### config.mk
export PLATFORM = sky130hd
export DESIGN_NAME = exec_pipe
export DESIGN_NICKNAME = d
export VERILOG_FILES = /design/src/verilog/cpu_pkg.sv /design/src/verilog/exec_pipe.sv /design/src/verilog/alu.sv
export SDC_FILE = /design/constraint.sdc
export NUM_CORES = 2
export LEC_CHECK = 0
export BUFFER_PORTS_ARGS = -buffer_cell sky130_fd_sc_hd__buf_2
export CAP_MARGIN = 20
export CORE_MARGIN = 1
export CORE_UTILIZATION = 35
export CTS_CLUSTER_SIZE = 16
export DETAILED_ROUTE_END_ITERATION = 6
export PLACE_DENSITY = 0.53
export SLEW_MARGIN = 0
export SYNTH_ARGS = -nofsm -noshare
export SYNTH_HDL_FRONTEND = slang
export SYNTH_SLANG_ARGS = --single-unit
### constraint.sdc
create_clock -name clk -period 22.9 [get_ports clk]
set_input_delay 4.58 -clock clk [delete_from_list [all_inputs] [get_ports clk]]
set_output_delay 4.58 -clock clk [all_outputs]
set_load 0.05 [all_outputs]
### src/verilog/cpu_pkg.sv
package cpu_pkg;

    localparam int ISSUE_WIDTH = 4;
    localparam int NUM_REGS    = 32;

    typedef logic [31:0] word_t;
    typedef logic [31:0] insn_t;
    // word addressed, one step per instruction
    typedef logic [31:0] pc_t;
    typedef logic [4:0]  reg_idx_t;
    typedef logic [6:0]  opcode_t;
    typedef logic [2:0]  funct3_t;

    localparam opcode_t OPC_OP     = 7'b0110011;
    localparam opcode_t OPC_OP_IMM = 7'b0010011;

    // addi x0, x0, 0
    localparam insn_t NOP_INSN = 32'h0000_0013;

    localparam funct3_t F3_ADD_SUB = 3'b000;
    localparam funct3_t F3_SLL     = 3'b001;
    localparam funct3_t F3_SLT     = 3'b010;
    localparam funct3_t F3_SLTU    = 3'b011;
    localparam funct3_t F3_XOR     = 3'b100;
    localparam funct3_t F3_SRL_SRA = 3'b101;
    localparam funct3_t F3_OR      = 3'b110;
    localparam funct3_t F3_AND     = 3'b111;

    typedef enum logic {
        OPB_REG,
        OPB_IMM
    } operand_sel_e;

    typedef enum logic [3:0] {
        ALU_ADD,
        ALU_SUB,
        ALU_SLL,
        ALU_SLT,
        ALU_SLTU,
        ALU_XOR,
        ALU_SRL,
        ALU_SRA,
        ALU_OR,
        ALU_AND
    } alu_op_e;

    typedef struct packed {
        reg_idx_t     rs1;
        reg_idx_t     rs2;
        reg_idx_t     rd;
        logic         reads_rs1;
        logic         reads_rs2;
        logic         reg_write;
        operand_sel_e op_b_sel;
        alu_op_e      alu_op;
        word_t        imm;
    } dec_t;

    typedef struct packed {
        logic         valid;
        reg_idx_t     rd;
        logic         reg_write;
        operand_sel_e op_b_sel;
        alu_op_e      alu_op;
        word_t        imm;
        word_t        rs1_data;
        word_t        rs2_data;
    } ex_t;

    typedef struct packed {
        logic     valid;
        reg_idx_t rd;
        word_t    data;
    } wb_t;

    typedef dec_t  [ISSUE_WIDTH-1:0] dec_vec_t;
    typedef wb_t   [ISSUE_WIDTH-1:0] wb_vec_t;
    typedef insn_t [ISSUE_WIDTH-1:0] insn_vec_t;
    typedef logic  [ISSUE_WIDTH-1:0] issue_mask_t;
    typedef logic  [2:0]             issue_cnt_t;

endpackage
### src/verilog/exec_pipe.sv
`timescale 1ns/1ps

module exec_pipe (
    input  logic                                         clk,
    input  logic                                         rst,
    input  cpu_pkg::dec_vec_t                            dec_i,
    input  cpu_pkg::word_t [cpu_pkg::ISSUE_WIDTH-1:0]    rs1_data_i,
    input  cpu_pkg::word_t [cpu_pkg::ISSUE_WIDTH-1:0]    rs2_data_i,
    input  cpu_pkg::issue_mask_t                         issue_mask_i,
    output cpu_pkg::wb_vec_t                             wb_o
);
    import cpu_pkg::*;

    ex_t     [ISSUE_WIDTH-1:0] ex_d;
    ex_t     [ISSUE_WIDTH-1:0] ex_q;
    word_t   [ISSUE_WIDTH-1:0] op_b;
    word_t   [ISSUE_WIDTH-1:0] alu_res;
    wb_vec_t                   wb_d;
    wb_vec_t                   wb_q;

    // blocked slots go in as bubbles
    always_comb begin
        for (int k = 0; k < ISSUE_WIDTH; k++) begin
            ex_d[k].valid     = issue_mask_i[k];
            ex_d[k].rd        = dec_i[k].rd;
            ex_d[k].reg_write = dec_i[k].reg_write;
            ex_d[k].op_b_sel  = dec_i[k].op_b_sel;
            ex_d[k].alu_op    = dec_i[k].alu_op;
            ex_d[k].imm       = dec_i[k].imm;
            ex_d[k].rs1_data  = rs1_data_i[k];
            ex_d[k].rs2_data  = rs2_data_i[k];
        end
    end

    for (genvar k = 0; k < ISSUE_WIDTH; k++) begin : g_lane
        assign op_b[k] = (ex_q[k].op_b_sel == OPB_REG) ? ex_q[k].rs2_data : ex_q[k].imm;

        alu u_alu (
            .op_i     (ex_q[k].alu_op),
            .a_i      (ex_q[k].rs1_data),
            .b_i      (op_b[k]),
            .result_o (alu_res[k])
        );
    end

    always_comb begin
        for (int k = 0; k < ISSUE_WIDTH; k++) begin
            wb_d[k].valid = ex_q[k].valid && ex_q[k].reg_write && (ex_q[k].rd != '0);
            wb_d[k].rd    = ex_q[k].rd;
            wb_d[k].data  = alu_res[k];
        end
    end

    always_ff @(posedge clk or posedge rst) begin
        if (rst) begin
            ex_q <= '0;
            wb_q <= '0;
        end else begin
            ex_q <= ex_d;
            wb_q <= wb_d;
        end
    end

    assign wb_o = wb_q;

endmodule

### src/verilog/alu.sv
`timescale 1ns/1ps

module alu (
    input  cpu_pkg::alu_op_e op_i,
    input  cpu_pkg::word_t   a_i,
    input  cpu_pkg::word_t   b_i,
    output cpu_pkg::word_t   result_o
);
    import cpu_pkg::*;

    logic [4:0] shamt;
    logic       lt_signed;
    logic       lt_unsigned;

    assign shamt       = b_i[4:0];
    assign lt_signed   = ($signed(a_i) < $signed(b_i));
    assign lt_unsigned = (a_i < b_i);

    always_comb begin
        case (op_i)
            ALU_ADD:  result_o = a_i + b_i;
            ALU_SUB:  result_o = a_i - b_i;
            ALU_SLL:  result_o = a_i << shamt;
            ALU_SLT:  result_o = {31'b0, lt_signed};
            ALU_SLTU: result_o = {31'b0, lt_unsigned};
            ALU_XOR:  result_o = a_i ^ b_i;
            ALU_SRL:  result_o = a_i >> shamt;
            // arithmetic shift keeps the sign bit
            ALU_SRA:  result_o = word_t'($signed(a_i) >>> shamt);
            ALU_OR:   result_o = a_i | b_i;
            ALU_AND:  result_o = a_i & b_i;
            default:  result_o = '0;
        endcase
    end

endmodule

# After elaboration in Yosys (flattened, before gate mapping)
# Index checks and enable logic that the tools add are counted.
# totals
ff_bits,584
inputBits,482
output_inout_bits,152
wordCells,144
# op_classes
n_addsub,8
n_lt_le_gt_ge,8
n_eq_ne,36
shift,12
n_mux,8
n_bitwise,12
reduce_logical,16
# ops
cell,count
32-bit one-hot mux with 10 select lines,4
32-bit less-than comparator,8
32-bit adder,4
32-bit bitwise AND,4
32-bit 2-to-1 mux,4
32-bit bitwise OR,4
32-bit by 5-bit << shifter with 32-bit output,4
32-bit by 5-bit >> shifter with 32-bit output,4
32-bit by 5-bit >>> shifter with 32-bit output,4
32-bit subtractor,4
32-bit bitwise XOR,4
4-bit by 3-bit == test with 1-bit output (second input constant),16
4-bit by 2-bit == test with 1-bit output (second input constant),8
4-bit == test (second input constant),8
5-bit nonzero test,4
4-bit by 1-bit == test with 1-bit output (second input constant),4
4-bit logical NOT,4
1-bit logical AND,8

# Longest topological paths before layout
# logic_depth
depth_word,3
depth_mapped,20
depth_no_buf,15

# By module
# From an unflattened synthesis, not the netlist that was laid out.
# unflattened
hier_cells,5880
area_unflattened_um2,48779.3
# by_module_without_submodules
mod,instances,cells_each,area_per_inst_um2,seq_area_each_um2
alu (g_lane[1].u_alu ...),3,1287,8064.0,0.0
exec_pipe,1,737,16290.6,14614.0
alu (g_lane[0].u_alu),1,1282,8296.7,0.0

# Worst setup path before layout
# No wires, ideal clock.
# synth_path
path_type,flip-flop to output port
start,"reg wb_q, in the netlist wb_o[0]"
end,out wb_o[0] (netlist name)
arrival_time_ns,0.586
required_time_ns,18.320
setup_slack_ns,17.734
path_stages_with_launch,1
path_buffers,0
cell_sequence,dfrtp_1
# synth_rtl
element,line_no,rtl
from (decl),exec_pipe.sv:19,wb_vec_t wb_q;
from (signal assigned),exec_pipe.sv:60,wb_q <= wb_d;
to (decl),exec_pipe.sv:10,output cpu_pkg::wb_vec_t wb_o
# No word-level cell between the ends.

==> out/metrics.csv <==
stage,metric,value,unit
pwr,PwrDens,64.13,mW/mm^2
die,core region area,0.1395,sq mm
placement,pre-CTS setup slack,13800,ps
clock_tree,post-CTS resize count,0,
placement,Placed Cells,8133,
final_layout,post-route insts no fill,8249,
pwr,NetSw,1.431,mW
run,Max Cap Viol,0,
routing,1st-pass router iterations,7,
sta,Max Slew Vio Count,0,
pwr,sequential fraction of design power,32.7,%
clock_tree,CTS tree,built,
setup_path,Crit path top cell by count,buf_4,
clock_tree,hold_buf cts,0,
logic_synthesis,"Top FF cell, synth",dfrtp_1,
sta,setup TNS,0,ps
routing,DRT Wirelength,206.2,mm
routing,wire length per cell,25.00,microns
setup_path,"Arr. time, crit path",8820,ps
setup_path,"slowest stage delay, CP",750,ps
global_routing,grt total ovfl,0,
clock_tree,"Clk Latency, worst-skew pair",670,ps
logic_synthesis,"EDFF count, synth",0,
final_layout,share of cells above drive strength 1,15.07,%
logic_synthesis,area fraction of the dominant cell type after synthesis,29.71,%
logic_synthesis,"Async S/R FF share, synth",100.0,%
clock_tree,Max H-tree Level,3,
sta,Final min period,8135,ps
sta,setup ws final,14760,ps
sta,relative slew slack,14.90,%
final_layout,fill cell count,14480,
run_status,status,finished with violations,
min_path,Worst Hold Class,flip-flop to flip-flop,
logic_synthesis,"FF+latch count, synth",584,
die,I/O pin cnt,634,
die,row count,137,
logic_synthesis,Mapped Avg Cell Area,8.211,sq um
placement,Detailed Place HPWL,155.9,mm
clock_tree,# clock sinks,584,
logic_synthesis,"top cells by area, synth","dfrtp_1, ha_1, mux2i_1",
setup_path,Crit Path Max Fanout,121,
pwr,Comb pwr share,37.5,%
global_routing,GRT Total Usage,28.04,%
setup_path,Bufs and invs on worst path,7,
die,Vert. Die Dim,376.9,microns
setup_path,critical path cell sequence,buf_2 > inv_8 > buf_4 > buf_4 > buf_4 > buf_4 > buf_4,
setup_path,Slowest cell on crit path,buf_4,
final_layout,area grow syn2layout,13.73,%
pwr,Leak Pwr,25.52,nW
routing,Final ANT Viol Nets,0,
setup_path,CP Capture Type,async pin,
sta,final period utilization,35.52,%
logic_synthesis,post-synthesis cell area,0.04919,sq mm
setup_path,kind of cell adding the most delay to the critical path,buffers and inverters,
final_layout,"commonest non-fill, non-tap cell in the layout",nor2_1,
clock_tree,clock root buffer,clkbuf_16,
logic_synthesis,Ys Warns,0,
logic_synthesis,cell taking the most area after synthesis,dfrtp_1,
global_routing,first-pass GRT wire length,306.2,mm
pwr,peak supply drop,0.00006670,V
logic_synthesis,Cell variety after synth,99,
routing,Vias/cell,6.068,
final_layout,most frequent cells in the layout,"nor2_1, nand2_1, buf_2",
sta,Setup-failing EPs final,0,
logic_synthesis,cells after synthesis,5991,
pwr,P_int,2.157,mW
routing,routed vias,50050,
logic_synthesis,register area share after synthesis,29.71,%
global_routing,largest net degree at the start of global routing,122,
sta,unrepaired setup endpoints after global routing,false,
die,Initial Util,35.26,%
clock_tree,Num CTS Buffers,66,
die,Die ar.,0.1421,sq mm
clock_tree,setup bufs post-CTS,0,
pwr,clock power share,29.8,%
final_layout,post-layout util,40.10,%
clock_tree,Clock Path Buffers,3,
die,die width,376.9,microns
clock_tree,clock transition at the registers of the reported paths,60,ps
placement,I/O Buffers,585,
pwr,total power,3.588,mW
sta,final hold vios,0,
logic_synthesis,Mapped Nets,6870,
placement,gpl congestion,0.9994,
pwr,fraction of power spent switching nets,39.87,%
sta,skew final,38.53,ps
sta,Achievable Freq,122.9,MHz
setup_path,WP data required,23580,ps
setup_path,nature of the critical path startpoint,input pin,
setup_path,crit path kind,input pin to async pin,
routing,Detailed Route Iter0 Violations,5942,
global_routing,initial antenna violation count,19,
final_layout,Nets,7204,
run_status,failing checks,design-rule violations,
sta,Worst-Margin Slew,1266,ps
global_routing,vias in the first global route,46830,
routing,post-route DRC violation count,1,
through the flow:
step	area, sq um	hold WS [ps]
floorplan	49190	346.1
global placement	53780	349.3
detailed placement	53780	352.8
CTS	55940	365.8
global route	55950	376.3
finish	55950	365.7
area by class of cell:
type,instances,area [sq um],area share (%)
diodes,3,7.507,0.01342
clock buffers,88,1848,3.303
clock inverters,25,310.3,0.5546
inverters,378,1426,2.549
multi-input cells,4611,31720,56.69
flip-flops and latches,584,14620,26.13
well taps,1876,2347,4.195
repair buffers,684,3671,6.561
cell usage after synthesis (all sizes together) (27+ instances only):
library cell / count
clkbuf: 277
inv: 373
nand2: 600
nor3: 124
a22oi: 54
a221o: 32
a221oi: 77
o2111ai: 40
o221ai: 96
buf: 141
a21o: 69
a21oi: 496
nand4: 32
and3: 33
or3: 36
o22ai: 72
dfrtp: 584
a2111oi: 27
o211ai: 109
nor4: 29
a211oi: 106
mux4: 48
nand2b: 34
o31ai: 37
mux2i: 410
nand3: 100
o21ai: 449
ha: 389
o21bai: 57
a31oi: 70
nor2: 625
cells by family (layout without fill, tap and decap cells):
kind of cell               Yosys count  in the layout  share of synthesized area, %
and+or+nand+nor                   1713           1713                         15.11
other                                0              3                             0
xor gates and xnor gates            21             21                        0.3739
adders and majority gates          397            397                         10.22
AOI/OAI and AO/OA                 2006           2006                         27.24
DFF                                584            584                         29.71
muxes                              474            474                         10.99
buffers and inverters              796           1175                         6.366
registers in the layout (all words and copies together) (netlist names):
register	cells
ex_q	432
wb_o	152
power groups by stage:
stage               registers, mW  logic (mW)  clock network, mW
finish                       1.17        1.35               1.07
global route                 1.18        1.44               1.15
CTS                          1.17        1.32               1.11
detailed placement           1.19        1.31                  0
global placement             1.19        1.31                  0
floorplan                    1.32       0.760                  0
worst paths after layout:
kind / depth (start not counted) / startpoint / end / slack, ps
max reg2reg: 13 / ex_q[424] / wb_o[139] / 16570
max: 7 / rst / ex_q[415] / 14760
min reg2reg: 0 / ex_q[105] / wb_o[35] / 370
min in group asynchronous: 2 / rst / ex_q[21] / 4050
max in group clk: 13 / ex_q[424] / wb_o[139] / 16570
min: 0 / ex_q[105] / wb_o[35] / 370
layer usage:
metal / track usage [%] / vias to the layer above / share of wire, %
met5: 0 / - / 0.061
met4: 8.237 / 22 / 2.7
met3: 5.433 / 326 / 9.6
met2: 42.79 / 2653 / 44
met1: 39.78 / 24450 / 44
li1: - / 22600 / -
(Power assumes the default switching activity.)
