[config.mk]
export PLATFORM = sky130hd
export DESIGN_NAME = issue_select
export DESIGN_NICKNAME = d
export VERILOG_FILES = /design/src/verilog/cpu_pkg.sv /design/src/verilog/issue_select.sv
export SDC_FILE = /design/constraint.sdc
export NUM_CORES = 1
export LEC_CHECK = 0
export ABC_AREA = 0
export BUFFER_PORTS_ARGS = -buffer_cell sky130_fd_sc_hd__buf_2
export CAP_MARGIN = 20
export CORE_AREA = 2 2 89 91
export DETAILED_ROUTE_END_ITERATION = 8
export DIE_AREA = 0 0 91 93
export GPL_ROUTABILITY_DRIVEN = 1
export PLACE_DENSITY_LB_ADDON = 0.25
export SKIP_LAST_GASP = 1
export SYNTH_ARGS = -nofsm -noshare
export SYNTH_HDL_FRONTEND = slang
export SYNTH_SLANG_ARGS = --single-unit
[constraint.sdc]
create_clock -name vclk -period 3.15
set_input_delay 0.1575 -clock vclk [all_inputs]
set_output_delay 0.1575 -clock vclk [all_outputs]
set_load 0.02 [all_outputs]
[src/verilog/cpu_pkg.sv]
package cpu_pkg;

    localparam int ISSUE_WIDTH = 4;
    localparam int NUM_REGS    = 32;

    typedef logic [31:0] word_t;
    typedef logic [31:0] insn_t;
    // word addressed, one step per instruction
    typedef logic [31:0] pc_t;
    typedef logic [4:0]  reg_idx_t;
    typedef logic [6:0]  opcode_t;
    typedef logic [2:0]  funct3_t;

    localparam opcode_t OPC_OP     = 7'b0110011;
    localparam opcode_t OPC_OP_IMM = 7'b0010011;

    // addi x0, x0, 0
    localparam insn_t NOP_INSN = 32'h0000_0013;

    localparam funct3_t F3_ADD_SUB = 3'b000;
    localparam funct3_t F3_SLL     = 3'b001;
    localparam funct3_t F3_SLT     = 3'b010;
    localparam funct3_t F3_SLTU    = 3'b011;
    localparam funct3_t F3_XOR     = 3'b100;
    localparam funct3_t F3_SRL_SRA = 3'b101;
    localparam funct3_t F3_OR      = 3'b110;
    localparam funct3_t F3_AND     = 3'b111;

    typedef enum logic {
        OPB_REG,
        OPB_IMM
    } operand_sel_e;

    typedef enum logic [3:0] {
        ALU_ADD,
        ALU_SUB,
        ALU_SLL,
        ALU_SLT,
        ALU_SLTU,
        ALU_XOR,
        ALU_SRL,
        ALU_SRA,
        ALU_OR,
        ALU_AND
    } alu_op_e;

    typedef struct packed {
        reg_idx_t     rs1;
        reg_idx_t     rs2;
        reg_idx_t     rd;
        logic         reads_rs1;
        logic         reads_rs2;
        logic         reg_write;
        operand_sel_e op_b_sel;
        alu_op_e      alu_op;
        word_t        imm;
    } dec_t;

    typedef struct packed {
        logic         valid;
        reg_idx_t     rd;
        logic         reg_write;
        operand_sel_e op_b_sel;
        alu_op_e      alu_op;
        word_t        imm;
        word_t        rs1_data;
        word_t        rs2_data;
    } ex_t;

    typedef struct packed {
        logic     valid;
        reg_idx_t rd;
        word_t    data;
    } wb_t;

    typedef dec_t  [ISSUE_WIDTH-1:0] dec_vec_t;
    typedef wb_t   [ISSUE_WIDTH-1:0] wb_vec_t;
    typedef insn_t [ISSUE_WIDTH-1:0] insn_vec_t;
    typedef logic  [ISSUE_WIDTH-1:0] issue_mask_t;
    typedef logic  [2:0]             issue_cnt_t;

endpackage
[src/verilog/issue_select.sv]
`timescale 1ns/1ps

module issue_select (
    input  cpu_pkg::dec_vec_t    dec_i,
    input  cpu_pkg::issue_mask_t clear_i,
    output cpu_pkg::issue_mask_t issue_mask_o,
    output cpu_pkg::issue_cnt_t  issue_cnt_o
);
    import cpu_pkg::*;

    issue_mask_t ok;

    // raw and waw against every older slot in the group
    always_comb begin
        ok = clear_i;
        for (int k = 1; k < ISSUE_WIDTH; k++) begin
            for (int j = 0; j < k; j++) begin
                if (dec_i[j].reg_write && dec_i[j].rd != '0) begin
                    if (dec_i[k].reads_rs1 && dec_i[k].rs1 == dec_i[j].rd) begin
                        ok[k] = 1'b0;
                    end
                    if (dec_i[k].reads_rs2 && dec_i[k].rs2 == dec_i[j].rd) begin
                        ok[k] = 1'b0;
                    end
                    if (dec_i[k].reg_write && dec_i[k].rd == dec_i[j].rd) begin
                        ok[k] = 1'b0;
                    end
                end
            end
        end
    end

    // first blocked slot stops all later ones
    always_comb begin
        issue_mask_o[0] = ok[0];
        for (int k = 1; k < ISSUE_WIDTH; k++) begin
            issue_mask_o[k] = ok[k] && issue_mask_o[k-1];
        end
    end

    always_comb begin
        issue_cnt_o = '0;
        for (int k = 0; k < ISSUE_WIDTH; k++) begin
            issue_cnt_o = issue_cnt_o + issue_cnt_t'(issue_mask_o[k]);
        end
    end

    // pc advance by count only works for a prefix mask
    always_comb begin
        a_prefix: assert ((issue_mask_o & (issue_mask_o + 1'b1)) == '0)
            else $error("issue mask is not a prefix");
    end

endmodule

After elaboration in Yosys (flattened, before gate mapping) --
Cells that the tools add are included.
Operators by class: reduce and logical (&&, ||, !) cells 27, equal/unequal tests 18, add/subtract/negate cells 3, mux-type cells 24
Operator list (count):
- $eq A5 B5 Y1 | 18
- $logic_and A1 B1 Y1 | 24
- $mux W1 | 24
- $reduce_bool A5 Y1 | 3
- $add A2 B1 Y3 | 1
- $add A3 B1 Y3 | 1
- $add A1 B1 Y2 | 1
Word-level totals: flip-flop bits (word level) 0, input port bits 224, output and inout bits 7, logic and storage cells 72

Logic depth before layout (Yosys ltp) --
Gate-level depths: netlist (run 1).
depth after elaboration 16, mapped depth 10, gate-level depth less buffers 9

Worst setup path after synthesis (run 1) --
OpenSTA, ideal clock, no wires.
path type input -> output, start in dec_i[41] in the netlist's numbering, end out issue_cnt_o[1], stages 10, data required time 2.992 ns, arrival 2.814 ns, path slack 0.179 ns, path buffers 1, cell sequence buf_6 or4_4 o21ai_4 nand3_2 o31ai_2 and4bb_1 and4b_1 ha_1 ha_1 ha_1
RTL lines:
- start: declaration | line issue_select.sv:4 | input cpu_pkg::dec_vec_t dec_i,
- $eq A5 B5 Y1 | line issue_select.sv:19 | if (dec_i[k].reads_rs1 && dec_i[k].rs1 == dec_i[j].rd) begin
- $logic_and A1 B1 Y1 | line issue_select.sv:19
- $mux W1 | line issue_select.sv:19
- $mux W1 | line issue_select.sv:22 | if (dec_i[k].reads_rs2 && dec_i[k].rs2 == dec_i[j].rd) begin
- $mux W1 | line issue_select.sv:25 | if (dec_i[k].reg_write && dec_i[k].rd == dec_i[j].rd) begin
- $mux W1 (*) | line issue_select.sv:18 | if (dec_i[j].reg_write && dec_i[j].rd != '0) begin
- $logic_and A1 B1 Y1 (*) | line issue_select.sv:37 | issue_mask_o[k] = ok[k] && issue_mask_o[k-1];
- named net issue_mask_o[1] | line issue_select.sv:6 | output cpu_pkg::issue_mask_t issue_mask_o,
- $logic_and A1 B1 Y1 (*) | line issue_select.sv:37
- named net issue_mask_o[2] | line issue_select.sv:6
- $logic_and A1 B1 Y1 (*) | line issue_select.sv:37
- named net issue_mask_o[3] | line issue_select.sv:6
- $add A3 B1 Y3 (*) | line issue_select.sv:44 | issue_cnt_o = issue_cnt_o + issue_cnt_t'(issue_mask_o[k]);
- end: declaration | line issue_select.sv:7 | output cpu_pkg::issue_cnt_t issue_cnt_o
The timed path passes the listed nets; every way through them passes the cells marked *.

Worst setup path in the final report (run 1) --
start in dec_i[42] in the netlist's numbering, end out issue_cnt_o[1]
On the way: word-level cells in the longest chain between the ends 16
Ends and longest elaborated chain (line):
- $eq A5 B5 Y1 | issue_select.sv:19
- $logic_and A1 B1 Y1 | issue_select.sv:19
- $mux W1 | issue_select.sv:19
- $mux W1 | issue_select.sv:22
- $mux W1 | issue_select.sv:25
- $mux W1 | issue_select.sv:18
- $mux W1 | issue_select.sv:19
- $mux W1 | issue_select.sv:22
- $mux W1 | issue_select.sv:25
- $mux W1 | issue_select.sv:18
- $mux W1 | issue_select.sv:19
- $mux W1 | issue_select.sv:22
- $mux W1 | issue_select.sv:25
- $mux W1 | issue_select.sv:18
- $logic_and A1 B1 Y1 | issue_select.sv:37
- $add A3 B1 Y3 (*) | issue_select.sv:44
Mark *: on every way between the ends. The rest lies on a longest branch, timed or not.

==> results.yml, run 1 <==
setup_path:
  worstPathArrival_ns: 2.68
  crit_type: "in2out"
  crit_path_end_kind: "output pin"
  cp.required_ns: 2.99
  startpoint_type: "input port"
  cp_max_fo: 9
  crit_start: "dec_i[42]"
logic_synthesis:
  synth_fp_nets: 393
  syn_area_um2: 1287
  ys_top_cells_by_area: "xor2_1 (44%), xnor2_1 (18%), nor4_1 (7.8%)"
  synth_commonest_cells: "xor2_1 (64), xnor2_1 (26), nor4_1 (16)"
  yosys_warnings: 0
  netlist_instances: 166
  synth_top_area_share_pct: 43.54
  postSynthAreaPerCell_um2: 7.756
  synth_top_cell_by_area: "xor2_1"
  synth_most_common_cell: "xor2_1"
  synth-seq-area-share_pct: 0
  synth.distinct_cells: 26
sta:
  period_minus_slack_ns: 2.833
  setup_viol: 0
  slew_headroom_pct: 73.94
  hold_violations: 0
  setup_ws_ns: 0.3170
  max_freq_mhz: 353.0
  worst_pin_slew_ns: 0.3909
  finalMaxSlewViolations: 0
  grt_setup_unrepaired: "false"
  timing.final.crit_share_pct: 89.94
  tns_ns: 0
pwr:
  clockPowerShare_pct: 0
  seqPwrFrac_pct: 0
  intPower_mw: 0.1028
  powerDensity_nw_per_um2: 137.1
  leakagePower_nw: 0.7270
  pwr-share-comb_pct: 100.0
  net-switching-power_mw: 0.1287
  vdd_drop_max_uv: 46.73
  swShare_pct: 55.61
floorplan:
  rows: 32
  die_h_um: 93
  die_x_um: 91
  pin_count: 231
  coreArea_um2: 7527
  die_area_um2: 8463
  start_util_pct: 17.10
layout:
  drive_above_1_share_pct: 34.98
  nClkBuffers: 0
  antenna_cells: 0
  fin_nets: 452
  fillers: 889
  regArea_um2: 0
  final_util_pct: 22.44
  final_area_um2: 1689
  syn2layout_area_growth_pct: 31.20
  design.seq.count: 0
global_route:
  antenna_found_initial: 0
  grt_pass1_vias: 1379
  grt_pass1_wl_um: 8031
  gr-usage-all-layers_pct: 11.99
  grt_max_degree: 11
  overflow: 0
route:
  drtPass1Iterations: 4
  postRouteAntennaNets: 0
  drc: 0
  viasPerCell: 4.148
  wl_um: 5166
  drtIter0Drc: 53
  vias: 1348
  post_drt_wl_per_cell_um: 15.90
placed_design:
  io_buffers: 71
  globalplace.congestion: 0.7695
  place_ws_ns: 0.2315
  detailed_place.area_um2: 1689
  dp_hpwl_um: 4203
clock_tree:
  cts-hold-fix-buffers: 0
  cts_setup_buffers: 0
  cts_resized: 0
run_status:
  status: "finished, final reports clean"
worst_hold_path:
  hold_class: "in2out"
  hp-start: "clear_i[0]"
job:
  maxCapViolCount: 0
[worst max-delay path: stages]
cell and delay (ns):
buf_2 0.20, or4_4 0.55, o21ai_4 0.20, nand3_2 0.10
o31ai_2 0.09, and4bb_1 0.30, and4b_1 0.24, ha_1 0.24
ha_1 0.18, ha_1 0.26, buf_2 0.16
[power by group through the flow]
stage / clock network (mW) / logic (mW) / registers [mW]
4_1_cts: 0 / 0.236 / 0
2_1_floorplan: 0 / 0.149 / 0
6_report: 0 / 0.231 / 0
5_1_grt: 0 / 0.259 / 0
3_5_place_dp: 0 / 0.236 / 0
3_3_place_gp: 0 / 0.233 / 0
[cells in the final DEF (no fill, tap or decap)]
cell / count
o21bai_1: 1
buf_4: 2
nand3_1: 15
and4b_1: 1
and3_1: 1
nand4_1: 2
buf_2: 71
a21boi_0: 1
o21ai_0: 2
nor2_1: 1
and4bb_1: 1
nor4_1: 16
xnor2_1: 26
o22ai_1: 1
nand2_1: 3
ha_1: 3
o21ai_4: 1
or2_2: 1
or4_4: 1
or4_1: 2
a31oi_1: 5
nand3_2: 1
xor2_1: 64
o31ai_2: 1
[layout make-up]
cell class / count / area (um^2) / area share [%]
well taps: 102 / 127.6 / 7.556
repair buffers: 73 / 370.4 / 21.93
multi-input cells: 150 / 1191 / 70.52
[metrics by stage]
stage	power [mW]	cells	hold slack, ns
after global routing	0.2594	325	0.6319
after floorplan	0.1493	166	0.4276
after CTS	0.2365	325	0.6125
final	0.2315	325	0.6113
after detailed placement	0.2355	325	0.6114
after global placement	0.2330	325	0.6108
[cell families after synthesis]
kind of cell	Yosys count	synth area share (%)
AO/OA/AOI/OAI	12	7.095
XOR/XNOR	90	61.22
adder cells (fa/ha/maj)	3	2.916
buffers and inverters	16	7.483
AND/OR/NAND/NOR	45	21.28
[worst paths after layout]
| check | end | cells past startpoint | slack (ns) |
|---|---|---|---|
| hold / removal | issue_mask_o[0] | 2 | 0.61 |
| setup / recovery | issue_cnt_o[1] | 11 | 0.32 |
[metal layers]
layer / routed length, um / GRT usage, %
met2: 2437 / 20.62
met5: 0 / 0
met4: 32 / 0.6313
met3: 189 / 0.9670
met1: 2506 / 17.15
Power figures use the tool's default switching activity.
==> run 2: changes to the inputs <==
==> constraint.sdc (replaced) <==
create_clock -name vclk -period 3.15
set_input_delay 0.63 -clock vclk [all_inputs]
set_output_delay 0.63 -clock vclk [all_outputs]
set_load 0.02 [all_outputs]
==> results.yml, run 2 (synthesized netlist as in run 1, its figures left out) <==
run_status:
  status: "finished with violations"
  violations: "negative setup slack"
global_route:
  overflow: 0
  grt_pass1_vias: 1670
  grt_pass1_wl_um: 8424
  grt_max_degree: 9
  gr-usage-all-layers_pct: 12.22
  antenna_found_initial: 0
layout:
  antenna_cells: 0
  final_area_um2: 2183
  multi_input_area_um2: 1259
  fillers: 881
  drive_above_1_share_pct: 49.26
  syn2layout_area_growth_pct: 69.58
  nClkBuffers: 0
  regArea_um2: 0
  design.seq.count: 0
  mostFrequentLayoutCells: "xor2_1 (64), buf_2 (64), buf_4 (48)"
  fin_nets: 499
sta:
  slew_headroom_pct: 68.77
  setup_viol: 3
  worst_pin_slew_ns: 0.4643
  grt_setup_unrepaired: "true"
  max_freq_mhz: 282.8
  setup_ws_ns: -0.3861
  hold_violations: 0
  period_minus_slack_ns: 3.536
  holdWs_ns: 1.556
  timing.final.crit_share_pct: 112.3
  finalMaxSlewViolations: 0
placed_design:
  place_ws_ns: -0.5632
  globalplace.congestion: 0.8218
  dp_hpwl_um: 4615
  io_buffers: 71
  detailed_place.area_um2: 2068
route:
  drtIter0Drc: 36
  wl_um: 5250
  post_drt_wl_per_cell_um: 14.11
  drtPass1Iterations: 4
  viasPerCell: 4.091
  vias: 1522
  drc: 0
  postRouteAntennaNets: 0
setup_path:
  crit_chain: "buf_12 > or4_4 > o21ai_4 > nand3_2 > o31ai_4 > and4bb_4 > and4b_2 > ha_4 > ha_4 > ha_4 > buf_6"
  startpoint_type: "input port"
  crit_type: "in2out"
  crit_path_end_kind: "output pin"
  cp_max_fo: 5
  cp.required_ns: 2.52
  max_stage_delay_ns: 0.54
  worstPathArrival_ns: 2.91
  crit_top_cell: "ha_4"
  critPathSlowestCell: "or4_4"
pwr:
  intPower_mw: 0.1612
  net-switching-power_mw: 0.1430
  p_total_mw: 0.3042
  vdd_drop_max_uv: 57.39
  pwr-share-comb_pct: 100.0
  clockPowerShare_pct: 0
  swShare_pct: 47.01
  powerDensity_nw_per_um2: 139.3
  seqPwrFrac_pct: 0
  leakagePower_nw: 0.9734
floorplan:
  rows: 32
  die_x_um: 91
  die_area_um2: 8463
  pin_count: 231
  coreArea_um2: 7527
  start_util_pct: 17.10
  die_h_um: 93
clock_tree:
  cts-hold-fix-buffers: 0
worst_hold_path:
  hold_class: "in2out"
  min_delay_path_depth: 2
job:
  maxCapViolCount: 0
[run 2: changes by cell type in the layout (fill, tap and decap cells not counted), moves of 2 or more]
cell	before	now
buf_2	71	64
buf_12	0	3
nor4_1	16	14
ha_1	3	0
ha_4	0	3
nor4_2	0	2
buf_6	0	5
buf_4	2	48
[run 2: metal layers]
metal | share of wire (%) | vias to the layer above | GRT usage, %
li1 | - | 778 | -
met1 | 48 | 703 | 16.81
met4 | 0.48 | 0 | 0.7576
met2 | 48 | 39 | 21.73
met5 | 0 | - | 0
met3 | 3.7 | 2 | 1.048
[run 2: cell type report]
type | count | share of cell area (%)
repair buffers | 120 | 36.50
multi-input cells | 150 | 57.65
well taps | 102 | 5.845
[run 2: metrics by stage]
step	setup TNS [ns]	util, %	std cells
global route	-1.201	29.01	372
floorplan	-1.330	-	166
CTS	-0.9832	28.89	372
detailed placement	-1.387	27.48	367
global placement	-1.358	27.48	367
finish	-0.9150	29.01	372
[run 2: worst paths after layout]
check / to / slack, ns / startpoint
setup / recovery: issue_cnt_o[1] / -0.39 / dec_i[41]
hold / removal: issue_mask_o[0] / 1.56 / clear_i[0]
[run 2: power by group through the flow]
stage	clock [mW]	combinational (mW)	sequential, mW
floorplan	0	0.161	0
global placement	0	0.282	0
detailed placement	0	0.284	0
CTS	0	0.306	0
global route	0	0.332	0
finish	0	0.304	0
[run 2: repair_timing]
| item | CTS | global route |
|---|---|---|
| setup endpoints to repair | 3 | 3 |
| gates resized for setup | 20 | 3 |
| setup buffers | 5 | 0 |
| hold endpoints to repair | 0 | 0 |
| pin swaps | 13 | 8 |
[run 2: worst max-delay path, delay by kind of cell]
kind	cells	cell delay, ns
adder cells (fa/ha/maj)	3	0.62
buffers and inverters	2	0.21
AND/OR/NAND/NOR	4	1.16
AO/OA/AOI/OAI	2	0.27
==> run 3: changes to the inputs <==
==> constraint.sdc (replaced) <==
create_clock -name vclk -period 3.15
set_input_delay 0.945 -clock vclk [all_inputs]
set_output_delay 0.945 -clock vclk [all_outputs]
set_load 0.02 [all_outputs]
==> results.yml, run 3 (synthesized netlist as in run 1, its figures left out) <==
run_status:
  status: "finished with violations"
  violations: "negative setup slack"
floorplan:
  die_h_um: 93
  coreArea_um2: 7527
  die_x_um: 91
  start_util_pct: 17.10
  die_area_um2: 8463
  rows: 32
  pin_count: 231
sta:
  timing.final.crit_share_pct: 131.4
  setup_viol: 6
  slew_headroom_pct: 79.65
  grt_setup_unrepaired: "true"
  period_minus_slack_ns: 4.140
  setup_ws_ns: -0.9902
  finalMaxSlewViolations: 0
  worst_pin_slew_ns: 0.3025
  max_freq_mhz: 241.5
  hold_violations: 0
route:
  dr_wl_met2_um: 2490
  drtPass1Iterations: 4
  wl_um: 5262
  met1_length_um: 2558
  vias: 1517
  drc: 0
  post_drt_wl_per_cell_um: 14.46
  route.met3.wl_um: 212
  drtIter0Drc: 20
  top_layer: "met3"
  postRouteAntennaNets: 0
  viasPerCell: 4.168
global_route:
  overflow: 0
  gr-usage-all-layers_pct: 12.03
  grt_max_degree: 8
  antenna_found_initial: 0
  grt_pass1_wl_um: 8183
  grt_pass1_vias: 1534
placed_design:
  detailed_place.area_um2: 2016
  globalplace.congestion: 0.8036
  dp_hpwl_um: 4780
  io_buffers: 71
  dp_cells: 360
setup_path:
  worstPathArrival_ns: 3.20
  cp_max_fo: 6
  crit_type: "in2out"
  cp.required_ns: 2.20
  crit_path_end_kind: "output pin"
  startpoint_type: "input port"
layout:
  syn2layout_area_growth_pct: 66.18
  regArea_um2: 0
  design.seq.count: 0
  final_area_um2: 2140
  nClkBuffers: 0
  fin_nets: 491
  layout_commonest_cell: "xor2_1"
  drive_above_1_share_pct: 48.09
  final_cells: 364
  mostFrequentLayoutCells: "xor2_1 (64), buf_2 (61), buf_4 (38)"
  antenna_cells: 0
pwr:
  vdd_drop_max_uv: 65.72
  leakagePower_nw: 0.9370
  powerDensity_nw_per_um2: 140.5
job:
  maxCapViolCount: 0
clock_tree:
  cts-hold-fix-buffers: 0
worst_hold_path:
  hold_class: "in2out"
-- run 3: cell types whose count changed in the layout (fill, tap and decap cells not counted), sizes merged --
cell,before,now
buf,120,112
-- run 3: final cells by class --
type	count	area, um^2
Fill cell	863	5388
Multi-Input combinational cell	150	1262
Timing Repair Buffer	112	749.5
Tap cell	102	127.6
-- run 3: worst max-delay path, cell delays in order --
cell and delay (ns):
buf_2 0.14, or4_1 0.53, o21ai_2 0.16, a31oi_1 0.07, and4bb_4 0.34, and4b_2 0.27
ha_4 0.22, ha_4 0.16, ha_4 0.26, buf_6 0.10
-- run 3: where the power goes --
part	switching [mW]	internal, mW
Clock	0	0
Sequential	0	0
Combinational	0.143	0.157
-- run 3: metal layers --
layer  GRT usage (%)  vias up
li1                -      763
met1           17.84      712
met2           20.56       42
met3          0.4835        0
met4               0        0
met5               0        -
-- run 3: timing repair --
item                                    CTS  global route
setup buffers                             5             2
endpoints found under the setup margin    6             6
pin swaps                                14             2
resized for setup                        27             4
-- run 3: path summary, 6_finish.rpt --
path / slack (ns) / start / depth (start not counted) / endpoint
worst min-delay path: 2.29 / clear_i[0] / 3 / issue_mask_o[0]
worst max-delay path: -0.99 / dec_i[97] / 10 / issue_cnt_o[1]
-- run 3: per-stage QoR --
step / hold slack (ns) / power [mW] / TNS (ns) / worst slack [ns] / utilization (%)
final: 2.289 / 0.3006 / -3.539 / -0.9902 / 28.42
after global routing: 2.297 / 0.3285 / -3.880 / -1.067 / 28.42
after CTS: 2.281 / 0.3017 / -3.634 / -1.012 / 28.14
after detailed placement: 2.278 / 0.2801 / -4.095 / -1.138 / 26.78
after global placement: 2.278 / 0.2798 / -4.125 / -1.123 / 26.78
after floorplan: 2.003 / 0.1613 / -3.853 / -1.162 / -
