<file path="src/verilog/cpu_pkg.sv">
package cpu_pkg;

    localparam int ISSUE_WIDTH = 4;
    localparam int NUM_REGS    = 32;

    typedef logic [31:0] word_t;
    typedef logic [31:0] insn_t;
    // word addressed, one step per instruction
    typedef logic [31:0] pc_t;
    typedef logic [4:0]  reg_idx_t;
    typedef logic [6:0]  opcode_t;
    typedef logic [2:0]  funct3_t;

    localparam opcode_t OPC_OP     = 7'b0110011;
    localparam opcode_t OPC_OP_IMM = 7'b0010011;

    // addi x0, x0, 0
    localparam insn_t NOP_INSN = 32'h0000_0013;

    localparam funct3_t F3_ADD_SUB = 3'b000;
    localparam funct3_t F3_SLL     = 3'b001;
    localparam funct3_t F3_SLT     = 3'b010;
    localparam funct3_t F3_SLTU    = 3'b011;
    localparam funct3_t F3_XOR     = 3'b100;
    localparam funct3_t F3_SRL_SRA = 3'b101;
    localparam funct3_t F3_OR      = 3'b110;
    localparam funct3_t F3_AND     = 3'b111;

    typedef enum logic {
        OPB_REG,
        OPB_IMM
    } operand_sel_e;

    typedef enum logic [3:0] {
        ALU_ADD,
        ALU_SUB,
        ALU_SLL,
        ALU_SLT,
        ALU_SLTU,
        ALU_XOR,
        ALU_SRL,
        ALU_SRA,
        ALU_OR,
        ALU_AND
    } alu_op_e;

    typedef struct packed {
        reg_idx_t     rs1;
        reg_idx_t     rs2;
        reg_idx_t     rd;
        logic         reads_rs1;
        logic         reads_rs2;
        logic         reg_write;
        operand_sel_e op_b_sel;
        alu_op_e      alu_op;
        word_t        imm;
    } dec_t;

    typedef struct packed {
        logic         valid;
        reg_idx_t     rd;
        logic         reg_write;
        operand_sel_e op_b_sel;
        alu_op_e      alu_op;
        word_t        imm;
        word_t        rs1_data;
        word_t        rs2_data;
    } ex_t;

    typedef struct packed {
        logic     valid;
        reg_idx_t rd;
        word_t    data;
    } wb_t;

    typedef dec_t  [ISSUE_WIDTH-1:0] dec_vec_t;
    typedef wb_t   [ISSUE_WIDTH-1:0] wb_vec_t;
    typedef insn_t [ISSUE_WIDTH-1:0] insn_vec_t;
    typedef logic  [ISSUE_WIDTH-1:0] issue_mask_t;
    typedef logic  [2:0]             issue_cnt_t;

endpackage
</file>
<file path="src/verilog/scoreboard.sv">
`timescale 1ns/1ps

module scoreboard (
    input  logic                 clk,
    input  logic                 rst,
    input  cpu_pkg::dec_vec_t    dec_i,
    input  cpu_pkg::issue_mask_t issue_mask_i,
    output cpu_pkg::issue_mask_t clear_o
);
    import cpu_pkg::*;

    logic [NUM_REGS-1:0] issue_set;
    logic [NUM_REGS-1:0] ex_busy_q;
    logic [NUM_REGS-1:0] wb_busy_q;
    logic [NUM_REGS-1:0] busy;

    // destinations of this cycle's issued writers
    always_comb begin
        issue_set = '0;
        for (int k = 0; k < ISSUE_WIDTH; k++) begin
            if (issue_mask_i[k] && dec_i[k].reg_write) begin
                issue_set[dec_i[k].rd] = 1'b1;
            end
        end
        issue_set[0] = 1'b0;
    end

    always_ff @(posedge clk or posedge rst) begin
        if (rst) begin
            ex_busy_q <= '0;
            wb_busy_q <= '0;
        end else begin
            ex_busy_q <= issue_set;
            wb_busy_q <= ex_busy_q;
        end
    end

    assign busy = ex_busy_q | wb_busy_q;

    always_comb begin
        for (int k = 0; k < ISSUE_WIDTH; k++) begin
            clear_o[k] = !(dec_i[k].reads_rs1 && busy[dec_i[k].rs1])
                      && !(dec_i[k].reads_rs2 && busy[dec_i[k].rs2]);
        end
    end

endmodule

</file>
<file path="config.mk">
export PLATFORM = sky130hd
export DESIGN_NAME = scoreboard
export DESIGN_NICKNAME = d
export VERILOG_FILES = /design/src/verilog/cpu_pkg.sv /design/src/verilog/scoreboard.sv
export SDC_FILE = /design/constraint.sdc
export NUM_CORES = 1
export LEC_CHECK = 0
export BUFFER_PORTS_ARGS = -buffer_cell sky130_fd_sc_hd__buf_2
export CORE_ASPECT_RATIO = 0.8
export CORE_MARGIN = 2
export CORE_UTILIZATION = 40
export CTS_CLUSTER_DIAMETER = 40
export DETAILED_ROUTE_END_ITERATION = 8
export GPL_TIMING_DRIVEN = 1
export PLACE_DENSITY = 0.66
export SETUP_SLACK_MARGIN = 0.02
export SYNTH_ARGS = -nofsm -noshare
export SYNTH_HDL_FRONTEND = slang
export SYNTH_SLANG_ARGS = --single-unit
export TNS_END_PERCENT = 100
</file>
<file path="constraint.sdc">
create_clock -name clk -period 2.3 [get_ports clk]
set_input_delay 0.115 -clock clk [delete_from_list [all_inputs] [get_ports clk]]
set_output_delay 0.115 -clock clk [all_outputs]
set_load 0.1 [all_outputs]
</file>
### Word-level counts from Yosys, hierarchy flattened

Index checks and enable logic that the tools add are counted.

| storage, ports and cells | value |
|---|---|
| register bits | 62 |
| bits in latches | 0 |
| bits in writable memories | 0 |
| ROM bits | 0 |
| input bits | 226 |
| output and inout bits | 4 |
| logic and storage cells | 78 |
| memories | 0 |

| cells by class | value |
|---|---|
| add/subtract/negate cells | 0 |
| multiply operators | 0 |
| div/mod/pow operators | 0 |
| $lt $le $gt $ge | 16 |
| equality and inequality tests | 0 |
| shift-type cells | 0 |
| multiplexer cells | 28 |
| bitwise gates (word level) | 4 |
| reductions and logical operators | 28 |

Operators by type and width:

| kind | count |
|---|---|
| $mux 32 | 4 |
| $or 32x32->32 | 4 |
| $lt 5x6->1 const B | 12 |
| $bmux 1 s5 | 8 |
| $demux 1 s5 | 4 |
| $ge 5x1->1 const B | 4 |
| $logic_and 1x1->1 | 20 |
| $mux 1 | 12 |
| $logic_not 1->1 | 8 |

### Logic depth before layout (Yosys ltp)

Gate-level depths: netlist (run 1).

| depth | value |
|---|---|
| depth after elaboration | 11 |
| mapped depth | 6 |

### Least setup slack after synthesis (run 1)

Ideal clock, no wire load.

| timing path | value |
|---|---|
| path type | register -> output |
| start | register wb_busy_q[16] |
| end | output clear_o[1] |
| data arrival time | 3.176 ns |
| path slack | -0.991 ns |
| cell stages (with the launch flop) | 7 |
| path buffers | 1 |
| cell sequence | dfrtp_1 > or2_0 > buf_2 > mux4_2 > o311ai_2 > nor4_1 > nor4_2 |

| on the way | value |
|---|---|
| word-level cells in the longest chain between the ends | 6 |

Ends and longest elaborated chain:

| element | line | RTL |
|---|---|---|
| start, declared | scoreboard.sv:14 | `logic [NUM_REGS-1:0] wb_busy_q;` |
| start signal, assigned | scoreboard.sv:34 | `wb_busy_q <= ex_busy_q;` |
| $or 32x32->32 (*) | scoreboard.sv:38 | `assign busy = ex_busy_q \| wb_busy_q;` |
| $bmux 1 s5, on equally long branches | scoreboard.sv:42, scoreboard.sv:43 |  |
| $mux 1, on equally long branches | scoreboard.sv:42, scoreboard.sv:43 |  |
| $logic_and 1x1->1, on equally long branches | scoreboard.sv:42, scoreboard.sv:43 |  |
| $logic_not 1->1, on equally long branches | scoreboard.sv:42, scoreboard.sv:43 |  |
| $logic_and 1x1->1 (*) | scoreboard.sv:43 | `&& !(dec_i[k].reads_rs2 && busy[dec_i[k].rs2]);` |
| end, declared | scoreboard.sv:8 | `output cpu_pkg::issue_mask_t clear_o` |

Every way passes the cells marked *; elsewhere a longest branch is shown, timed or not. The select of a mux whose other input is x is not followed.

### Worst setup path in the final report (run 1)

| timing path | value |
|---|---|
| start | register ex_busy_q[4] |
| end | output clear_o[0] |

| on the way | value |
|---|---|
| word-level cells in the longest chain between the ends | 6 |

Ends and longest elaborated chain:

| element | line | RTL |
|---|---|---|
| start, declared | scoreboard.sv:13 | `logic [NUM_REGS-1:0] ex_busy_q;` |
| start signal, assigned | scoreboard.sv:33 | `ex_busy_q <= issue_set;` |
| $or 32x32->32 (*) | scoreboard.sv:38 |  |
| $bmux 1 s5, on equally long branches | scoreboard.sv:42, scoreboard.sv:43 |  |
| $mux 1, on equally long branches | scoreboard.sv:42, scoreboard.sv:43 |  |
| $logic_and 1x1->1, on equally long branches | scoreboard.sv:42, scoreboard.sv:43 |  |
| $logic_not 1->1, on equally long branches | scoreboard.sv:42, scoreboard.sv:43 |  |
| $logic_and 1x1->1 (*) | scoreboard.sv:43 |  |

Marked as above.

==> results of run 1 <==
==> area by class of cell <==
class,instances,share of cell area
inverters,13,0.007599
well taps,171,0.03332
repair buffers,107,0.1097
flip-flops and latches,62,0.2422
clock inverters,7,0.01598
multi-input cells,380,0.5561
clock buffers,9,0.03507
==> synth_stat cells (all sizes together), types with 4 or more instances <==
cell type  instances
a2111oi            8
a211oi             5
a21oi             15
a221o             12
a22oi              9
a311oi             5
and3b              4
buf               19
clkbuf             6
dfrtp             62
inv               13
mux2i              7
mux4              51
nand2             26
nand2b            12
nand3             13
nand3b            17
nor2              34
nor2b             13
nor3              22
nor3b             12
nor4               9
o211ai             5
o21ai              4
o221ai            16
o22ai             19
o311ai             4
or2               24
or3                4
or3b               4
==> flip-flops by register name, indices dropped and copies added, names as in the netlist <==
register / count
ex_busy_q: 31
wb_busy_q: 31
==> kinds of logic after synthesis <==
family,Yosys count
buffers and inverters,38
AND/OR/NAND/NOR,208
AO/OA/AOI/OAI,114
flip-flops,62
multiplexers,58
==> metal layers <==
layer	wire length (um)	up-vias
li1	-	2149
met1	7103	2440
met2	7393	374
met3	2154	41
met4	360	0
met5	0	-
==> worst min-delay path: stages <==
cell and delay [ps]:
buf_2 150, nor3_1 100, nand2_1 80, o211ai_1 70
==> power groups by stage <==
stage               Sequential [mW]  Combinational [mW]  Clock (mW)
floorplan                      1.14               0.456           0
global placement               1.15               0.718           0
detailed placement             1.15               0.731           0
CTS                            1.13               0.757        1.50
global route                   1.13               0.836        1.55
finish                         1.13               0.789        1.47
==> through the flow <==
stage	cell area (um2)	hold slack, ps	cells	TNS (ps)
2_1_floorplan	5110	288.1	480	-1386
3_3_place_gp	5862	210.1	730	-53.05
3_5_place_dp	5862	215.7	730	-78.16
4_1_cts	6327	218.7	749	-744.4
5_1_grt	6421	254.2	749	-1018
6_report	6421	246.7	749	-759.4
==> layout by cell type, fill, tap and decap left out, types with 4 or more instances in the layout <==
master / synthesis / final
or3b_2: 4 / 4
or2_0: 5 / 4
mux2i_1: 7 / 5
a21oi_1: 15 / 14
nor2_2: 2 / 4
nand2b_1: 12 / 12
mux4_2: 47 / 48
buf_2: 11 / 77
buf_4: 4 / 21
o22ai_2: 0 / 4
nor2b_1: 13 / 13
buf_12: 0 / 7
dfrtp_1: 62 / 59
a221o_1: 12 / 12
nor4_4: 0 / 4
o221ai_1: 16 / 15
nor3_2: 0 / 4
or3_1: 4 / 4
a311oi_1: 5 / 5
nor2_1: 32 / 27
nor3b_1: 12 / 9
o21ai_0: 4 / 4
nand2_1: 26 / 26
nand3_1: 13 / 13
or2_4: 0 / 16
and3b_1: 4 / 4
a2111oi_0: 8 / 5
o22ai_1: 19 / 15
nand3b_1: 17 / 17
o211ai_1: 5 / 5
inv_1: 11 / 10
a22oi_1: 9 / 9
clkbuf_16: 0 / 9
nor3_1: 22 / 18
==> worst min-delay path by stage <==
stage / end / slack, ps / cells past startpoint
5_1_grt: ex_busy_q[18]$_DFF_PP0_ / 250 / 3
2_1_floorplan: ex_busy_q[18]$_DFF_PP0_ / 290 / 2
3_3_place_gp: wb_busy_q[26]$_DFF_PP0_ / 210 / 2
6_report: ex_busy_q[3]$_DFF_PP0_ / 250 / 4
4_1_cts: ex_busy_q[3]$_DFF_PP0_ / 220 / 4
3_5_place_dp: wb_busy_q[26]$_DFF_PP0_ / 220 / 2
==> timing repair <==
| action | 4_1_cts | 5_1_grt |
|---|---|---|
| endpoints found under the hold margin | 28 | 0 |
| hold buffers | 1 | 0 |
| pin swaps | 6 | 4 |
| buffers inserted | 2 | 0 |
| setup endpoints to repair | 4 | 4 |
| resized for setup | 37 | 18 |
==> flow_metrics.py, run 1 <==
metrics = {
    "outcome": {
        "status": "finished with violations",
        "failed_checks": "negative setup slack",
    },
    "place": {
        "post-place-ws_ps": -57.39,
        "hpwl_um": 12590,
        "gp_congestion": 0.9249,
        "port-buffer-count": 81,
    },
    "power_and_ir_drop": {
        "swShare": 0.2876,
        "p_switching_uw": 975.0,
        "clkPwrFrac": 0.434,
        "vdd.ir_drop.worst_v": 0.0004341,
        "power_frac_comb": 0.233,
        "power.total_mw": 3.390,
        "internal_power_mw": 2.415,
        "p_seq_frac": 0.333,
        "p_leak_nw": 2.621,
        "pwr_density_cell_nw_per_um2": 528.0,
    },
    "synth": {
        "synth_fa_ha_area_frac": 0,
        "syn-cell-area_um2": 5062,
        "yosysTopAreaCell": "dfrtp_1",
        "synth-simple-area-share": 0.2388,
        "synth.area.mux_share": 0.2437,
        "synth_top_area_share": 0.3065,
        "synth_compound_area_frac": 0.1742,
        "synth_edf_count": 0,
        "synth_top_family_by_area": "multiplexers",
        "avgSynthCellArea_um2": 10.55,
        "synthTopCellsByArea": "dfrtp_1, mux4_2, o221ai_1, nand3b_1, a221o_1",
        "syn_inst": 480,
        "synth_xor_area_frac": 0,
        "synthesis.nets": 706,
        "ys.flop_type": "dfrtp_1",
        "ys_types": 58,
        "seq_area_frac_synth": 0.3065,
        "ys_warn_count": 0,
        "ys_ff_latch": 62,
        "synth-async-reset-ratio": 1.000,
    },
    "timing": {
        "worst_pin_slew_ps": 867.6,
        "final_hold_viol_count": 0,
        "slew_headroom": 0.4195,
        "final.period_utilization": 1.101,
        "rsz0062_at_grt": "yes",
        "skew_ps": 6.059,
        "slew_viol_final": 0,
        "fin_crit_ps": 2532,
        "setup_viol": 4,
        "finalWorstSetupSlack_ps": -231.9,
        "max_clock_freq_mhz": 395.0,
    },
    "finish": {
        "drive_gt1_frac": 0.4014,
        "regArea_um2": 1555,
        "fillers": 1098,
        "multi_input_area_um2": 3571,
        "num_antenna_cells": 0,
        "fin_util": 0.5241,
        "nets": 799,
        "syn_to_final_growth_pct": 26.84,
    },
    "critical_path": {
        "reg2regPathDepth": 1,
        "critical_path.top_delay_family": "simple AND/OR/NAND/NOR gates",
        "path_depth": 6,
        "r2r-start": "ex_busy_q[8]$_DFF_PP0_",
        "path_buf_inv": 1,
        "r2r_end": "wb_busy_q[8]$_DFF_PP0_",
        "end_kind": "output port",
        "crit_path_max_fanout": 4,
        "worstSetupPathType": "reg2out",
        "arrival_ps": 2420,
        "critPathCapture": "clear_o[0]",
        "cp-start-kind": "flop",
        "slowest_stage": "a2111oi_1",
        "required_ps": 2180,
        "cpPeakStageDelay_ps": 520,
        "path_cells": "or2_1 -> and3_1 -> a2111oi_1 -> a211oi_2 -> nor4_4 -> buf_12",
        "regToRegSetupSlack_ps": 1640,
        "startpoint": "ex_busy_q[4]$_DFF_PP0_",
    },
    "drt": {
        "first_iter_violations": 642,
        "via_per_inst": 6.681,
        "vias": 5004,
        "wl_um": 17010,
        "drt_first_pass_iters": 5,
        "antenna_left": 0,
        "wl_per_cell_um": 22.71,
        "drc": 0,
    },
    "grt": {
        "use_met2": 0.3654,
        "grt_pass1_wl_um": 26570,
        "overflow": 0,
        "grtUsageMet3": 0.05376,
        "gr-usage-met1": 0.3880,
        "grt_use_total": 0.2554,
        "antenna_found_initial": 0,
        "grt_pass1_vias": 4731,
        "grt_max_degree": 35,
        "gr-max-usage-layer": "met1",
    },
    "floorplan": {
        "core_area_um2": 12250,
        "fp.dieH_um": 104.6,
        "pin_count": 230,
        "rows": 36,
        "dieWidth_um": 129.8,
        "dieArea_um2": 13580,
        "start_util": 0.4132,
    },
    "worst_hold_path": {
        "hp-start": "dec_i[208]",
        "hp-class": "in2reg",
    },
    "clocking": {
        "htreeDepth": 3,
        "numCtsBuffers": 9,
        "cts.reportedPaths.clkPinSlew_ps": 60,
        "cts_buffer_depth": 2,
        "root_buffer": "clkbuf_16",
        "cts.sinks": 62,
        "worstSkewPairLatency_ps": 320,
        "tritoncts": "done",
    },
    "run": {
        "cap_violations": 0,
    },
}
Note: power is estimated with default switching activity, not from simulation.
==> run 2, diff against run 1 <==
MAX_ROUTING_LAYER = met4   (was unset)
SETUP_SLACK_MARGIN = unset   (was 0.02)
==> run 2 against run 1 <==
  * The run ends with negative hold slack, negative setup slack left
  * Global-route usage grew 1.6 points
  * Worst hold slack worse by 250 ps
  * Register-to-register slack is essentially flat
  * Largest power group unchanged
  * Die area unchanged
  * Maximum frequency is essentially flat
  * Clock power fell by 14%
  * Highest routed layer unchanged
  * Clock-buffer cell count is 2 higher
  * First-iteration DRC count down 20%
==> flow_metrics.py, run 2 (same netlist as run 1, synthesis figures left out) <==
metrics = {
    "timing": {
        "final.period_utilization": 1.101,
        "worst_pin_slew_ps": 794.7,
        "slew_headroom": 0.4682,
        "tns_ps": -750.8,
        "max_clock_freq_mhz": 394.9,
        "rsz0062_at_grt": "yes",
        "fin_crit_ps": 2532,
        "finalWorstSetupSlack_ps": -232.5,
        "finalHoldWorstSlack_ps": -3.382,
        "setup_viol": 4,
        "slew_viol_final": 0,
        "final_hold_viol_count": 8,
        "skew_ps": 3.903,
    },
    "drt": {
        "drc": 0,
        "wl_per_cell_um": 23.22,
        "wl_um": 17390,
        "via_per_inst": 6.571,
        "drt_first_pass_iters": 5,
        "vias": 4922,
        "antenna_left": 0,
        "first_iter_violations": 512,
    },
    "critical_path": {
        "end_kind": "output port",
        "required_ps": 2180,
        "reg2regPathDepth": 1,
        "r2r-start": "ex_busy_q[14]$_DFF_PP0_",
        "worstSetupPathType": "reg2out",
        "r2r_end": "wb_busy_q[14]$_DFF_PP0_",
        "cp-start-kind": "flop",
        "crit_path_max_fanout": 6,
        "arrival_ps": 2420,
        "regToRegSetupSlack_ps": 1650,
    },
    "grt": {
        "antenna_found_initial": 0,
        "grt_use_total": 0.2713,
        "gr-max-usage-layer": "met1",
        "use_met2": 0.3773,
        "grt_pass1_wl_um": 27140,
        "grtUsageMet3": 0.06964,
        "gr-usage-met1": 0.3843,
        "grt_pass1_vias": 4891,
        "grt_max_degree": 63,
        "overflow": 0,
    },
    "finish": {
        "num_antenna_cells": 0,
        "mostFrequentLayoutCell": "buf_2",
        "fin_util": 0.5156,
        "drive_gt1_frac": 0.4014,
        "fillers": 1110,
        "fin_area_um2": 6317,
        "nets": 800,
        "regArea_um2": 1554,
        "largestRegisters": "ex_busy_q x31, wb_busy_q x31",
        "multi_input_area_um2": 3528,
        "syn_to_final_growth_pct": 24.79,
        "final_cell_mix": "buf_2, dfrtp_1, mux4_2, nand2_1, nor2_1",
    },
    "worst_hold_path": {
        "hp-class": "in2async",
    },
    "floorplan": {
        "core_area_um2": 12250,
        "dieWidth_um": 129.8,
        "rows": 36,
        "pin_count": 230,
        "fp.dieH_um": 104.6,
        "start_util": 0.4132,
        "dieArea_um2": 13580,
    },
    "place": {
        "gp_congestion": 0.9410,
        "place_area_um2": 5844,
        "hpwl_um": 12760,
        "port-buffer-count": 81,
    },
    "clocking": {
        "worstSkewPairLatency_ps": 320,
        "htreeDepth": 3,
        "cts_buffer_depth": 2,
        "numCtsBuffers": 9,
        "cts.reportedPaths.clkPinSlew_ps": 60,
        "root_buffer": "clkbuf_16",
        "cts.sinks": 62,
        "tritoncts": "done",
    },
    "outcome": {
        "status": "finished with violations",
        "failed_checks": "negative hold slack, negative setup slack",
    },
    "power_and_ir_drop": {
        "vdd.ir_drop.worst_v": 0.0003563,
        "pwr_density_cell_nw_per_um2": 502.5,
        "p_leak_nw": 2.565,
    },
    "run": {
        "cap_violations": 0,
    },
}
run 2: changes by cell type in the layout (fill, tap and decap cells not counted), sizes merged:
| cell | previous run | this run |
|---|---|---|
| clkinvlp | 0 | 3 |
| inv | 17 | 14 |
| buf | 106 | 108 |
| bufinv | 2 | 0 |
| clkbuf | 9 | 11 |
| clkinv | 1 | 0 |
| dlygate4sd3 | 1 | 0 |
run 2: per-stage QoR:
step                cells  worst slack [ps]  total power, mW
floorplan             480            -350.5            1.599
global placement      731            -10.43            1.860
detailed placement    731            -89.38            1.878
CTS                   747            -245.4            3.162
global route          749            -295.4            3.305
finish                749            -232.5            3.174
run 2: cell type report:
type / count / area share
clock buffer: 11 / 0.04001
clock inverter: 4 / 0.004951
inverter: 13 / 0.007724
multi-input combinational: 380 / 0.5585
sequential: 62 / 0.2460
tap: 171 / 0.03387
timing repair buffer: 108 / 0.1089
run 2: what timing repair did:
item,in CTS,in global routing
pin swaps,7,5
endpoints found under the setup margin,4,4
hold buffers,0,0
buffers inserted,1,2
gates resized for setup,36,17
run 2: how the worst max path moves through the flow:
stage                                 start         end
floorplan           wb_busy_q[16]$_DFF_PP0_  clear_o[3]
global placement    wb_busy_q[14]$_DFF_PP0_  clear_o[3]
detailed placement  wb_busy_q[14]$_DFF_PP0_  clear_o[3]
CTS                 ex_busy_q[12]$_DFF_PP0_  clear_o[0]
global route        ex_busy_q[27]$_DFF_PP0_  clear_o[1]
finish              ex_busy_q[16]$_DFF_PP0_  clear_o[0]
run 2: report_power, final:
part	total [mW]	internal, mW	switching, mW
registers	1.13	1.12	0.0160
clock network	1.26	0.784	0.475
logic	0.784	0.330	0.453
run 2: metal layers:
metal,wire (um),up-vias,share of wire
met5,0,-,0
met4,421,0,0.024
met3,2246,46,0.13
met2,7560,390,0.43
met1,7163,2348,0.41
li1,-,2138,-
run 2: critical path, cell delays in order, from the launching register on:
cell and delay, ps:
dfrtp_1 380, or2_4 270, buf_4 160, mux4_2 450, a21oi_1 170, a211oi_1 130
nor4_4 310, buf_12 220
==> run 3, diff against run 2 <==
ABC_AREA = 1   (was unset)
PLACE_DENSITY = 0.65   (was 0.66)
==> run 3 against run 2 <==
  * The run ends with negative hold slack left
  * First-iteration DRC count is 25% higher
  * Area after synthesis is 6.6% higher
  * Synthesized cell count is 88% higher
  * Via count is 31% higher
  * Clock-buffer cell count stayed put
  * Clock skew is 1.5 ps higher
  * Core utilization is 3.2 points lower
  * Worst setup slack better by 290 ps
  * Register-to-register slack better by 130 ps
  * Largest power group unchanged
  * Highest routed layer unchanged
==> flow_metrics.py, run 3 <==
metrics = {
    "grt": {
        "grt_pass1_wl_um": 30550,
        "grt_pass1_vias": 5711,
        "overflow": 0,
        "grt_use_total": 0.2793,
        "grt_max_degree": 63,
        "antenna_found_initial": 0,
    },
    "place": {
        "gp_congestion": 0.9966,
        "port-buffer-count": 81,
        "placed_cells": 1139,
        "hpwl_um": 13320,
        "place_area_um2": 5954,
    },
    "clocking": {
        "cts.sinks": 62,
        "numCtsBuffers": 9,
        "cts.reportedPaths.clkPinSlew_ps": 50,
        "tritoncts": "done",
        "hold_buffers": 0,
        "worstSkewPairLatency_ps": 320,
        "root_buffer": "clkbuf_16",
        "htreeDepth": 3,
        "cts_buffer_depth": 2,
        "post_cts_buffers": 0,
    },
    "synth": {
        "synthesis.nets": 1130,
        "ys_ff_latch": 62,
        "avgSynthCellArea_um2": 5.968,
        "synth_common_cells": "nand2_1, nand3_1, inv_1",
        "syn_inst": 904,
        "synth-async-reset-ratio": 1.000,
        "syn-cell-area_um2": 5395,
        "synth_top_area_share": 0.2876,
        "seq_area_frac_synth": 0.2876,
        "yosysTopAreaCell": "dfrtp_1",
        "ys_warn_count": 0,
        "yosysMostFrequentCell": "nand2_1",
        "synth_edf_count": 0,
        "ys.flop_type": "dfrtp_1",
        "ys_types": 19,
        "synthTopCellsByArea": "dfrtp_1, nand2_1, nand3_1, inv_1, o221ai_1",
    },
    "finish": {
        "multi_input_area_um2": 3197,
        "mostFrequentLayoutCell": "nand2_1",
        "fin_area_um2": 6297,
        "fillers": 1362,
        "drive_gt1_frac": 0.1379,
        "syn_to_final_growth_pct": 16.72,
        "fin_cells": 1154,
        "nets": 1201,
        "regArea_um2": 1551,
        "largestRegisters": "ex_busy_q x31, wb_busy_q x31",
        "final_cell_mix": "nand2_1, nand3_1, inv_1, buf_2, dfrtp_1",
        "num_antenna_cells": 0,
        "fin_util": 0.4841,
    },
    "drt": {
        "drc": 0,
        "antenna_left": 0,
        "vias": 6439,
        "first_iter_violations": 641,
        "via_per_inst": 5.580,
        "drt_first_pass_iters": 5,
        "wl_um": 19130,
        "wl_per_cell_um": 16.57,
    },
    "power_and_ir_drop": {
        "power.total_mw": 3.245,
        "p_leak_nw": 3.053,
        "vdd.ir_drop.worst_v": 0.0004663,
        "pwr_density_cell_nw_per_um2": 515.3,
    },
    "timing": {
        "fin_crit_ps": 2241,
        "max_clock_freq_mhz": 446.1,
        "final.period_utilization": 0.9746,
        "worst_pin_slew_ps": 738.0,
        "slew_viol_final": 0,
        "finalHoldWorstSlack_ps": -4.686,
        "setup_viol": 0,
        "slew_headroom": 0.5080,
        "skew_ps": 5.387,
        "final_hold_viol_count": 6,
        "rsz0062_at_grt": "no",
        "tns_ps": 0,
    },
    "critical_path": {
        "end_kind": "output port",
        "cp-start-kind": "flop",
        "arrival_ps": 2130,
        "crit_path_max_fanout": 7,
        "worstSetupPathType": "reg2out",
        "required_ps": 2180,
    },
    "run": {
        "cap_violations": 0,
    },
    "floorplan": {
        "core_area_um2": 13010,
        "dieWidth_um": 133.8,
        "rows": 37,
        "start_util": 0.4147,
        "pin_count": 230,
        "dieArea_um2": 14440,
        "fp.dieH_um": 107.9,
    },
    "outcome": {
        "failed_checks": "negative hold slack",
        "status": "finished with violations",
    },
    "worst_hold_path": {
        "hp-class": "in2async",
    },
}
run 3: layer usage:
layer / wire length [um] / track usage / up-vias
li1: - / - / 3126
met1: 8188 / 0.3970 / 2868
met2: 8169 / 0.4018 / 400
met3: 2284 / 0.04473 / 45
met4: 484 / 0.09802 / 0
met5: 0 / - / -
run 3: cell type report:
| type | count | share of cell area |
|---|---|---|
| clock buffers | 11 | 0.03855 |
| clock inverters | 4 | 0.007550 |
| inverters | 135 | 0.08047 |
| multi-input cells | 677 | 0.5077 |
| flip-flops and latches | 62 | 0.2464 |
| well taps | 175 | 0.03477 |
| repair buffers | 90 | 0.08464 |
run 3: what timing repair did:
item / 4_1_cts / 5_1_grt
hold endpoints to repair: 0 / 0
resized for setup: 0 / 22
setup endpoints to repair: 0 / 4
run 3: path summary, 6_finish.rpt:
| check | startpoint | end | slack, ps | cells past startpoint |
|---|---|---|---|---|
| setup / recovery | ex_busy_q[12]$_DFF_PP0_ | clear_o[0] | 60 | 12 |
| hold / removal | rst | wb_busy_q[17]$_DFF_PP0_ | -5 | 3 |
| setup reg to reg | ex_busy_q[10]$_DFF_PP0_ | wb_busy_q[10]$_DFF_PP0_ | 1780 | 0 |
| hold reg to reg | ex_busy_q[16]$_DFF_PP0_ | wb_busy_q[16]$_DFF_PP0_ | 360 | 0 |
| max in group asynchronous | rst | ex_busy_q[5]$_DFF_PP0_ | 1810 | 3 |
| min in group clk | dec_i[205] | ex_busy_q[28]$_DFF_PP0_ | 240 | 4 |
run 3: logic make-up (layout without fill, tap and decap cells):
| kind of cell | Yosys count | in the layout | share of synthesized area |
|---|---|---|---|
| AO/OA/AOI/OAI | 72 | 72 | 0.1025 |
| buffers and inverters | 165 | 240 | 0.1296 |
| flip-flops | 62 | 62 | 0.2876 |
| AND/OR/NAND/NOR | 605 | 605 | 0.4803 |
run 3: critical path, cell delays in order (launching register included):
cell and delay, ps:
dfrtp_1 390, inv_1 60, nand2_1 270, nand2_1 140, nand3_1 70, nand3_1 110
nand3_1 80, nand2_1 60, nand2_1 50, nand3_1 210, nand2_1 80, inv_1 100
buf_12 180
run 3: power by group:
part	internal, mW	switching, mW
registers	1.12	0.0104
clock network	0.857	0.446
logic	0.251	0.565
run 3: stage by stage:
| step | worst slack (ps) | hold slack (ps) |
|---|---|---|
| 2_1_floorplan | 492.2 | 343.4 |
| 3_3_place_gp | 398.8 | 356.9 |
| 3_5_place_dp | 375.4 | 358.2 |
| 4_1_cts | 24.20 | 28.48 |
| 5_1_grt | 2.012 | 76.21 |
| 6_report | 58.53 | -4.686 |
